`config.mk`:
```
export PLATFORM = sky130hd
export DESIGN_NAME = dcache_front
export DESIGN_NICKNAME = d
export VERILOG_FILES = /design/src/verilog/dcache_front_pkg.sv /design/src/verilog/hwpf_stride_engine.sv /design/src/verilog/dcache_req_arbiter.sv /design/src/verilog/dcache_front.sv
export SDC_FILE = /design/constraint.sdc
export NUM_CORES = 2
export LEC_CHECK = 0
export BUFFER_PORTS_ARGS = -buffer_cell sky130_fd_sc_hd__buf_4
export CORE_AREA = 2 2 700 702
export DETAILED_ROUTE_END_ITERATION = 8
export DIE_AREA = 0 0 702 704
export PLACE_DENSITY = 0.44
export SLEW_MARGIN = 20
export SYNTH_ARGS = -nofsm -noshare
export SYNTH_HDL_FRONTEND = slang
export SYNTH_SLANG_ARGS = --single-unit
export TNS_END_PERCENT = 50
```
`constraint.sdc`:
```
create_clock -name clk_i -period 3.9 [get_ports clk_i]
set_input_delay 0.585 -clock clk_i [delete_from_list [all_inputs] [get_ports clk_i]]
set_output_delay 0.585 -clock clk_i [all_outputs]
set_load 0.005 [all_outputs]
```
`src/verilog/dcache_front_pkg.sv`:
```
// ================================================
// Shared sizes, source ids and the prefetcher
// parameter word for the data-cache front end
// ================================================
`default_nettype none

package dcache_front_pkg;

  localparam int NR_HWPF  = 4;
  localparam int NR_REQ   = 6;  // load, store, then the engines
  localparam int NR_SNOOP = 2;  // load and store ports

  localparam int SID_W = 3;
  localparam logic [SID_W-1:0] SID_LOAD  = 3'd0;
  localparam logic [SID_W-1:0] SID_STORE = 3'd1;
  localparam logic [SID_W-1:0] SID_HWPF0 = 3'd2;  // engine h uses SID_HWPF0 + h

  localparam int ADDR_W     = 64;
  localparam int WORD_W     = 64;
  localparam int LINE_OFS_W = 6;  // 64-byte lines

  // throttle word, low bits only
  localparam int NWAIT_W = 16;

  // status word layout: enables at bit 0, busy bits from here
  localparam int STATUS_BUSY_LSB = 16;

  localparam int STRIDE_W = 32;
  localparam int NLINES_W = 16;

  // field view of the prefetcher parameter word
  typedef struct packed {
    logic [WORD_W-STRIDE_W-NLINES_W-1:0] rsvd;
    logic [NLINES_W-1:0]                 nlines;  // lines per burst
    logic [STRIDE_W-1:0]                 stride;  // bytes
  } hwpf_param_fields_t;

  // software sees the raw word, the engine reads fields
  typedef union packed {
    logic [WORD_W-1:0]  raw;
    hwpf_param_fields_t f;
  } hwpf_param_u;

endpackage

`default_nettype wire

```
`src/verilog/hwpf_stride_engine.sv`:
```
// ================================================
// One stride prefetcher: config registers, snoop
// trigger, address stepping and request throttle
// ================================================
`timescale 1ns/10ps
`default_nettype none

module hwpf_stride_engine
  import dcache_front_pkg::*;
(
  input  logic                             clk_i,
  input  logic                             rst_ni,

  input  logic                             base_set_i,
  input  logic                             param_set_i,
  input  logic                             throttle_set_i,
  input  logic [WORD_W-1:0]                base_i,
  input  logic [WORD_W-1:0]                param_i,
  input  logic [WORD_W-1:0]                throttle_i,
  output logic [WORD_W-1:0]                base_o,
  output hwpf_param_u                      param_o,
  output logic [WORD_W-1:0]                throttle_o,

  input  logic [NR_SNOOP-1:0]              snoop_valid_i,
  input  logic [NR_SNOOP-1:0][ADDR_W-1:0]  snoop_addr_i,

  output logic                             enable_o,
  output logic                             busy_o,

  output logic                             req_valid_o,
  output logic [ADDR_W-1:0]                req_addr_o,
  input  logic                             req_ready_i
);

  logic [WORD_W-1:0]   base_q;
  hwpf_param_u         param_q;
  logic [WORD_W-1:0]   throttle_q;

  logic                busy_q;
  logic                valid_q;
  logic [ADDR_W-1:0]   addr_q;
  logic [NLINES_W-1:0] rem_q;   // requests still to be accepted
  logic [NWAIT_W-1:0]  wait_q;

  logic [ADDR_W-1:0]   base_line;
  logic [ADDR_W-1:0]   stride;
  logic [NWAIT_W-1:0]  nwait;
  logic                snoop_hit;
  logic                trigger;
  logic                accept;

  assign base_line = {base_q[WORD_W-1:LINE_OFS_W], {LINE_OFS_W{1'b0}}};
  assign stride    = ADDR_W'(param_q.f.stride);
  assign nwait     = throttle_q[NWAIT_W-1:0];

  // line compare only, offset bits ignored
  always_comb begin
    snoop_hit = 1'b0;
    for (int p = 0; p < NR_SNOOP; p++) begin
      if (snoop_valid_i[p] &&
          snoop_addr_i[p][ADDR_W-1:LINE_OFS_W] == base_q[WORD_W-1:LINE_OFS_W]) begin
        snoop_hit = 1'b1;
      end
    end
  end

  assign trigger = base_q[0] && !busy_q && (param_q.f.nlines != '0) && snoop_hit;
  assign accept  = valid_q && req_ready_i;

  always_ff @(posedge clk_i or negedge rst_ni) begin
    if (!rst_ni) begin
      base_q     <= '0;
      param_q    <= '0;
      throttle_q <= '0;
      busy_q     <= 1'b0;
      valid_q    <= 1'b0;
      addr_q     <= '0;
      rem_q      <= '0;
      wait_q     <= '0;
    end else begin
      if (param_set_i) param_q.raw <= param_i;
      if (throttle_set_i) throttle_q <= throttle_i;

      if (base_set_i) begin
        // new base kills any running burst
        base_q  <= base_i;
        busy_q  <= 1'b0;
        valid_q <= 1'b0;
      end else if (trigger) begin
        busy_q  <= 1'b1;
        valid_q <= 1'b1;
        addr_q  <= base_line + stride;
        rem_q   <= param_q.f.nlines;  // snapshot burst length
      end else if (accept) begin
        valid_q <= 1'b0;
        if (rem_q == NLINES_W'(1)) begin
          // burst done, base moves to the last line fetched
          busy_q <= 1'b0;
          base_q <= {addr_q[ADDR_W-1:LINE_OFS_W], base_q[LINE_OFS_W-1:0]};
        end else begin
          addr_q <= addr_q + stride;
          rem_q  <= rem_q - 1'b1;
          wait_q <= nwait;
        end
      end else if (busy_q && !valid_q) begin
        if (wait_q == '0) valid_q <= 1'b1;  // throttle expired
        else              wait_q  <= wait_q - 1'b1;
      end
    end
  end

  assign base_o      = base_q;
  assign param_o     = param_q;
  assign throttle_o  = throttle_q;
  assign enable_o    = base_q[0];
  assign busy_o      = busy_q;
  assign req_valid_o = valid_q;
  assign req_addr_o  = addr_q;

  // a waiting request holds, unless software rewrites the base
  a_req_stable: assert property (@(posedge clk_i) disable iff (!rst_ni)
    req_valid_o && !req_ready_i && !base_set_i |=> req_valid_o && $stable(req_addr_o))
    else $error("prefetch request changed while waiting for ready");

  a_valid_busy: assert property (@(posedge clk_i) disable iff (!rst_ni)
    req_valid_o |-> busy_o)
    else $error("prefetch request outside of a burst");

endmodule

`default_nettype wire

```
`src/verilog/dcache_req_arbiter.sv`:
```
// ================================================
// Fixed-priority valid/ready arbiter onto the data
// cache request port, load first, engines last
// ================================================
`timescale 1ns/10ps
`default_nettype none

module dcache_req_arbiter
  import dcache_front_pkg::*;
(
  input  logic                            load_valid_i,
  input  logic [ADDR_W-1:0]               load_addr_i,
  output logic                            load_ready_o,

  input  logic                            store_valid_i,
  input  logic [ADDR_W-1:0]               store_addr_i,
  output logic                            store_ready_o,

  input  logic [NR_HWPF-1:0]              hwpf_valid_i,
  input  logic [NR_HWPF-1:0][ADDR_W-1:0]  hwpf_addr_i,
  output logic [NR_HWPF-1:0]              hwpf_ready_o,

  output logic                            cache_req_valid_o,
  output logic [ADDR_W-1:0]               cache_req_addr_o,
  output logic [SID_W-1:0]                cache_req_sid_o,
  input  logic                            cache_req_ready_i
);

  logic [NR_REQ-1:0]             req_valid;
  logic [NR_REQ-1:0][ADDR_W-1:0] req_addr;
  logic [NR_REQ-1:0][SID_W-1:0]  req_sid;
  logic [NR_REQ-1:0]             grant;
  logic [NR_REQ-1:0]             ready;

  // index 0 is the highest priority
  assign req_valid = {hwpf_valid_i, store_valid_i, load_valid_i};
  assign req_addr  = {hwpf_addr_i, store_addr_i, load_addr_i};

  assign req_sid[0] = SID_LOAD;
  assign req_sid[1] = SID_STORE;
  for (genvar h = 0; h < NR_HWPF; h++) begin : gen_hwpf_sid
    assign req_sid[2+h] = SID_HWPF0 + SID_W'(h);
  end

  // first valid requester wins
  always_comb begin
    logic found;
    found = 1'b0;
    grant = '0;
    for (int r = 0; r < NR_REQ; r++) begin
      if (req_valid[r] && !found) begin
        grant[r] = 1'b1;
        found    = 1'b1;
      end
    end
  end

  always_comb begin
    cache_req_addr_o = '0;
    cache_req_sid_o  = '0;
    for (int r = 0; r < NR_REQ; r++) begin
      if (grant[r]) begin
        cache_req_addr_o = req_addr[r];
        cache_req_sid_o  = req_sid[r];
      end
    end
  end

  assign cache_req_valid_o = |req_valid;
  assign ready             = grant & {NR_REQ{cache_req_ready_i}};

  assign load_ready_o  = ready[0];
  assign store_ready_o = ready[1];
  assign hwpf_ready_o  = ready[NR_REQ-1:2];

  // no clock here, so checked once the inputs have settled
  always_comb begin
    a_one_ready: assert final ($onehot0(ready))
      else $error("more than one requester sees ready");
  end

endmodule

`default_nettype wire

```
`src/verilog/dcache_front.sv`:
```
// ================================================
// Data-cache front end: core ports, snooping stride
// prefetchers, request arbiter and flush acknowledge
// ================================================
`timescale 1ns/10ps
`default_nettype none

module dcache_front
  import dcache_front_pkg::*;
(
  input  logic                            clk_i,
  input  logic                            rst_ni,

  input  logic                            load_valid_i,
  input  logic [ADDR_W-1:0]               load_addr_i,
  output logic                            load_ready_o,
  input  logic                            store_valid_i,
  input  logic [ADDR_W-1:0]               store_addr_i,
  output logic                            store_ready_o,

  input  logic [NR_HWPF-1:0]              hwpf_base_set_i,
  input  logic [NR_HWPF-1:0]              hwpf_param_set_i,
  input  logic [NR_HWPF-1:0]              hwpf_throttle_set_i,
  input  logic [NR_HWPF-1:0][WORD_W-1:0]  hwpf_base_i,
  input  logic [NR_HWPF-1:0][WORD_W-1:0]  hwpf_param_i,
  input  logic [NR_HWPF-1:0][WORD_W-1:0]  hwpf_throttle_i,
  output logic [NR_HWPF-1:0][WORD_W-1:0]  hwpf_base_o,
  output logic [NR_HWPF-1:0][WORD_W-1:0]  hwpf_param_o,
  output logic [NR_HWPF-1:0][WORD_W-1:0]  hwpf_throttle_o,
  output logic [WORD_W-1:0]               hwpf_status_o,

  output logic                            cache_req_valid_o,
  output logic [ADDR_W-1:0]               cache_req_addr_o,
  output logic [SID_W-1:0]                cache_req_sid_o,
  input  logic                            cache_req_ready_i,

  input  logic                            dcache_flush_i,
  output logic                            dcache_flush_ack_o
);

  logic [NR_SNOOP-1:0]             snoop_valid;
  logic [NR_SNOOP-1:0][ADDR_W-1:0] snoop_addr;

  logic [NR_HWPF-1:0]              hwpf_req_valid;
  logic [NR_HWPF-1:0][ADDR_W-1:0]  hwpf_req_addr;
  logic [NR_HWPF-1:0]              hwpf_req_ready;
  logic [NR_HWPF-1:0]              hwpf_enable;
  logic [NR_HWPF-1:0]              hwpf_busy;
  hwpf_param_u [NR_HWPF-1:0]       hwpf_param_rd;

  // a core access is snooped when its handshake completes
  assign snoop_valid[0] = load_valid_i & load_ready_o;
  assign snoop_addr[0]  = load_addr_i;
  assign snoop_valid[1] = store_valid_i & store_ready_o;
  assign snoop_addr[1]  = store_addr_i;

  for (genvar h = 0; h < NR_HWPF; h++) begin : gen_hwpf
    hwpf_stride_engine hwpf_stride_engine_inst (
      .clk_i          (clk_i),
      .rst_ni         (rst_ni),
      .base_set_i     (hwpf_base_set_i[h]),
      .param_set_i    (hwpf_param_set_i[h]),
      .throttle_set_i (hwpf_throttle_set_i[h]),
      .base_i         (hwpf_base_i[h]),
      .param_i        (hwpf_param_i[h]),
      .throttle_i     (hwpf_throttle_i[h]),
      .base_o         (hwpf_base_o[h]),
      .param_o        (hwpf_param_rd[h]),
      .throttle_o     (hwpf_throttle_o[h]),
      .snoop_valid_i  (snoop_valid),
      .snoop_addr_i   (snoop_addr),
      .enable_o       (hwpf_enable[h]),
      .busy_o         (hwpf_busy[h]),
      .req_valid_o    (hwpf_req_valid[h]),
      .req_addr_o     (hwpf_req_addr[h]),
      .req_ready_i    (hwpf_req_ready[h])
    );

    assign hwpf_param_o[h] = hwpf_param_rd[h].raw;
  end

  dcache_req_arbiter dcache_req_arbiter_inst (
    .load_valid_i      (load_valid_i),
    .load_addr_i       (load_addr_i),
    .load_ready_o      (load_ready_o),
    .store_valid_i     (store_valid_i),
    .store_addr_i      (store_addr_i),
    .store_ready_o     (store_ready_o),
    .hwpf_valid_i      (hwpf_req_valid),
    .hwpf_addr_i       (hwpf_req_addr),
    .hwpf_ready_o      (hwpf_req_ready),
    .cache_req_valid_o (cache_req_valid_o),
    .cache_req_addr_o  (cache_req_addr_o),
    .cache_req_sid_o   (cache_req_sid_o),
    .cache_req_ready_i (cache_req_ready_i)
  );

  always_comb begin
    hwpf_status_o                             = '0;
    hwpf_status_o[NR_HWPF-1:0]                = hwpf_enable;
    hwpf_status_o[STATUS_BUSY_LSB +: NR_HWPF] = hwpf_busy;
  end

  // ack pulses every other cycle while flush is held
  always_ff @(posedge clk_i or negedge rst_ni) begin
    if (!rst_ni) dcache_flush_ack_o <= 1'b0;
    else         dcache_flush_ack_o <= ~dcache_flush_ack_o & dcache_flush_i;
  end

endmodule

`default_nettype wire

```
==> metrics.md <==
| Metric | Value |
|---|---|
| Routed vias/inst | between 4 and 5 |
| Violated checks | negative setup slack |
| Total gr overflow | 0 |
| Boundary pin count | approximately 1.8k |
| Max_cap viols | 0 |
| Placed Cells | around 17k |
| Remaining DRCs | 0 |
| Pwr dens | roughly 360 mW/mm^2 |
| GPL Wtd Cong | just over 1 |
| Syn. warnings | 0 |
| Largest area contributor in the netlist | dfrtp_1 |
| Final WL | approximately 630000 um |
| Layout Utilization | 24.0% |
| Core area | ~0.5 mm^2 |
| Synth top area share | a little under two fifths |
| Area of the multi-input gates | ~0.045 mm^2 |
| Antenna-violating nets left | 0 |
| Crit path launch type | register |
| Starting Density | around 16% |
| Worst Path Class, Setup | reg -> out |
| Post-DP HPWL | ~530000 um |
| Drt initial violations | approximately 8k |
| Clk_lat worst skew | between 0.9 and 1 ns |
| Leakage | 0.0513 uW |
| Post-route insts no fill | around 18k |
| Via count | around 84k |
| Clock Path Buffers | 4 |
| Unrepaired setup endpoints after global routing | true |
| Setup violations, final | 54 |
| Synth top area cells | dfrtp_1 38%, mux2_2 7.8%, xor2_1 4.8% |
| Die width | 702 um |
| Register area share after synthesis | 37.7% |
| CTS Buf Count | roughly 170 |
| Chip height | 704 um |
| Crit path DAT | between 3 and 4 ns |
| Hold WC Path Type | in -> reg |
| # fillers | 53.4k |
| Worst Hold Launch | hwpf_base_i[183] |
| Final Net Count | approximately 13k |
| Skew final | 0.0592 ns |
| Clock root buffer | clkbuf_16 |
| FF-to-FF Start | gen_hwpf[2].hwpf_stride_engine_inst.base_o[18] |
| Die area | 0.494 mm^2 |
| Sink Count | about 1.2k |
| Vias in the first global route | 82.6k |
| Unique masters post-synth | 98 |
| Post-Syn Area per Cell | 8.98 um^2 |
| Drt wl/cell | 34.6 um |
| Min Tclk post-route | 4.41 ns |
| Max Fanout on Critical Path | 5 |
| Slew @ Worst Pin | 1.27 ns |
| CTS tree | done |
| Status | complete, but fails checks |
| IO buf count | about 1.8k |
| Pin count of the biggest net entering global routing | around 120 |
| Final Hold Fails | 0 |
| DRT Pass-1 Iters | 8 |
| Post-synthesis instance total | between 8k and 9k |
| Crit path from | gen_hwpf[0].hwpf_stride_engine_inst.req_valid_o |
| Fin crit share | 113% |
| Final Worst Setup Slack | -0.512 ns |
| Yosys reg bits | about 1.2k |
| Post-Place Setup Slack | -0.118 ns |
| Fin Setup TNS | -7.78 ns |
| Asr flop ratio synth | 100% |
| Worst setup EP type | output pin |
| Row cnt | between 200 and 300 |
| Worst slew margin | ~16% |
| Share of layout cells above drive strength 1 | between 30% and 40% |
| Initial antenna violation count | about 230 |
| Top FF cell, synth | dfrtp_1 |
| Post-Syn Area | 0.0771 mm^2 |
| Register area | 0.0291 mm^2 |
| Post-synth EDFFs | 0 |
| Final Max Tran Viols | 0 |
| First-pass GRT wire length | 809000 um |
| Clock transition at the registers of the reported paths | roughly 0.060 ns |
| Required @ worst endpoint | around 3.3 ns |
| Area grow syn2layout | 51.5% |
| GRT Total Usage | between 20% and 30% |
| Peak supply drop | 0.333 mV |
| Fmax | around 230 MHz |
| H-tree levels | 4 |
## per-stage QoR
stage	hold WS, ns	power (uW)	instance area (um^2)
after floorplan	0.289	18200	77300
after global placement	0.421	25100	103000
after detailed placement	0.424	25100	103000
after CTS	0.00312	42600	116000
after global routing	0.0460	43700	117000
final	0.0540	42100	117000
## where the power goes
| group | leakage (uW) | switching [uW] | internal [uW] |
|---|---|---|---|
| combinational | 0.0340 | 6470 | 4940 |
| clock | 0.00281 | 6930 | 9500 |
| sequential | 0.0145 | 1440 | 12800 |
## cell usage in the layout (no fill, tap or decap), drive strengths merged, types with 91 or more instances in the layout
cell type	synthesis	final
clkbuf	562	230
dfrtp	1161	1161
nor2	617	617
mux2	539	539
o211ai	91	91
nand2	775	775
nor3	148	148
a21o	105	105
buf	136	2578
and3	103	103
o21ai	618	618
ha	244	244
nor4	195	195
a21oi	706	706
dlygate4sd3	0	728
mux2i	260	260
nand3	200	200
xnor2	315	315
nand4	191	191
inv	143	148
xor2	425	425
## routing by layer
layer | global-route usage [%] | routed length (um) | up-vias
met5 | 0 | 618 | -
met4 | 16.7 | 51500 | 98
met3 | 6.77 | 51300 | 1202
met2 | 39.7 | 288000 | 3926
met1 | 27.7 | 237000 | 41600
li1 | - | - | 36900
## critical path, cell delays in order (launching register included)
cell and delay, ns:
dfrtp_2 0.39, buf_12 0.13, buf_8 0.10, or4_4 0.20, nor3b_4 0.07, buf_8 0.19, buf_12 0.14, a222oi_1 1.07
nand2_1 0.27, buf_12 0.22, buf_12 0.12
## state kept, by name (all words and copies together), names as in the netlist
register / cells
gen_hwpf.hwpf_stride_engine_inst.wait_q: 64
gen_hwpf.hwpf_stride_engine_inst.param_o: 256
gen_hwpf.hwpf_stride_engine_inst.busy_o: 4
gen_hwpf.hwpf_stride_engine_inst.rem_q: 64
gen_hwpf.hwpf_stride_engine_inst.req_addr_o: 256
gen_hwpf.hwpf_stride_engine_inst.base_o: 256
gen_hwpf.hwpf_stride_engine_inst.throttle_o: 256
dcache_flush_ack_o: 1
gen_hwpf.hwpf_stride_engine_inst.req_valid_o: 4
## logic make-up after synthesis
family                   count (synthesis)  share of synthesized area, %
multiplexers                           799                          11.2
other                                    1                       0.00486
AND/OR/NAND/NOR                       2640                          16.8
buffers and inverters                  842                          4.50
adder cells (fa/ha/maj)                252                          4.17
AO/OA/AOI/OAI                         2154                          17.2
XOR/XNOR                               740                          8.41
flip-flops                            1161                          37.7
## cells in the mapped netlist (all sizes together), types with 200 or more instances
| cell | count |
|---|---|
| ha | 244 |
| o21ai | 618 |
| nand3 | 200 |
| clkbuf | 562 |
| mux2i | 260 |
| nand2 | 775 |
| nor2 | 617 |
| xor2 | 425 |
| xnor2 | 315 |
| a21oi | 706 |
| mux2 | 539 |
| dfrtp | 1161 |
## layout make-up
| cell class | instances | area share (%) |
|---|---|---|
| clock buffer | 228 | 4.12 |
| clock inverter | 72 | 0.746 |
| timing repair buffer | 3309 | 24.1 |
| multi-input combinational | 6641 | 38.6 |
| antenna | 90 | 0.193 |
| inverter | 144 | 0.463 |
| sequential | 1161 | 24.9 |
| tap | 6475 | 6.93 |
## repair_timing
| action | CTS | global route |
|---|---|---|
| gates cloned | 3 | 2 |
| hold endpoints to repair | 774 | 0 |
| hold buffers | 728 | 0 |
| endpoints found under the setup margin | 123 | 104 |
| pin swaps | 84 | 42 |
| gates resized for setup | 103 | 42 |
| setup buffers | 14 | 6 |
## path summary, 6_finish.rpt
path,to,slack (ns),depth (start not counted)
max,cache_req_addr_o[55],-0.51,10
min,gen_hwpf[2].hwpf_stride_engine_inst.base_o[55],0.05,3
max reg2reg,register,0.10,11
min reg2reg,dcache_flush_ack_o,0.43,1
max in group asynchronous,gen_hwpf[2].hwpf_stride_engine_inst.wait_q[0],2.23,3
min in group asynchronous,asynchronous set/reset pin,0.39,2
Note: power is estimated with default switching activity, not from simulation.
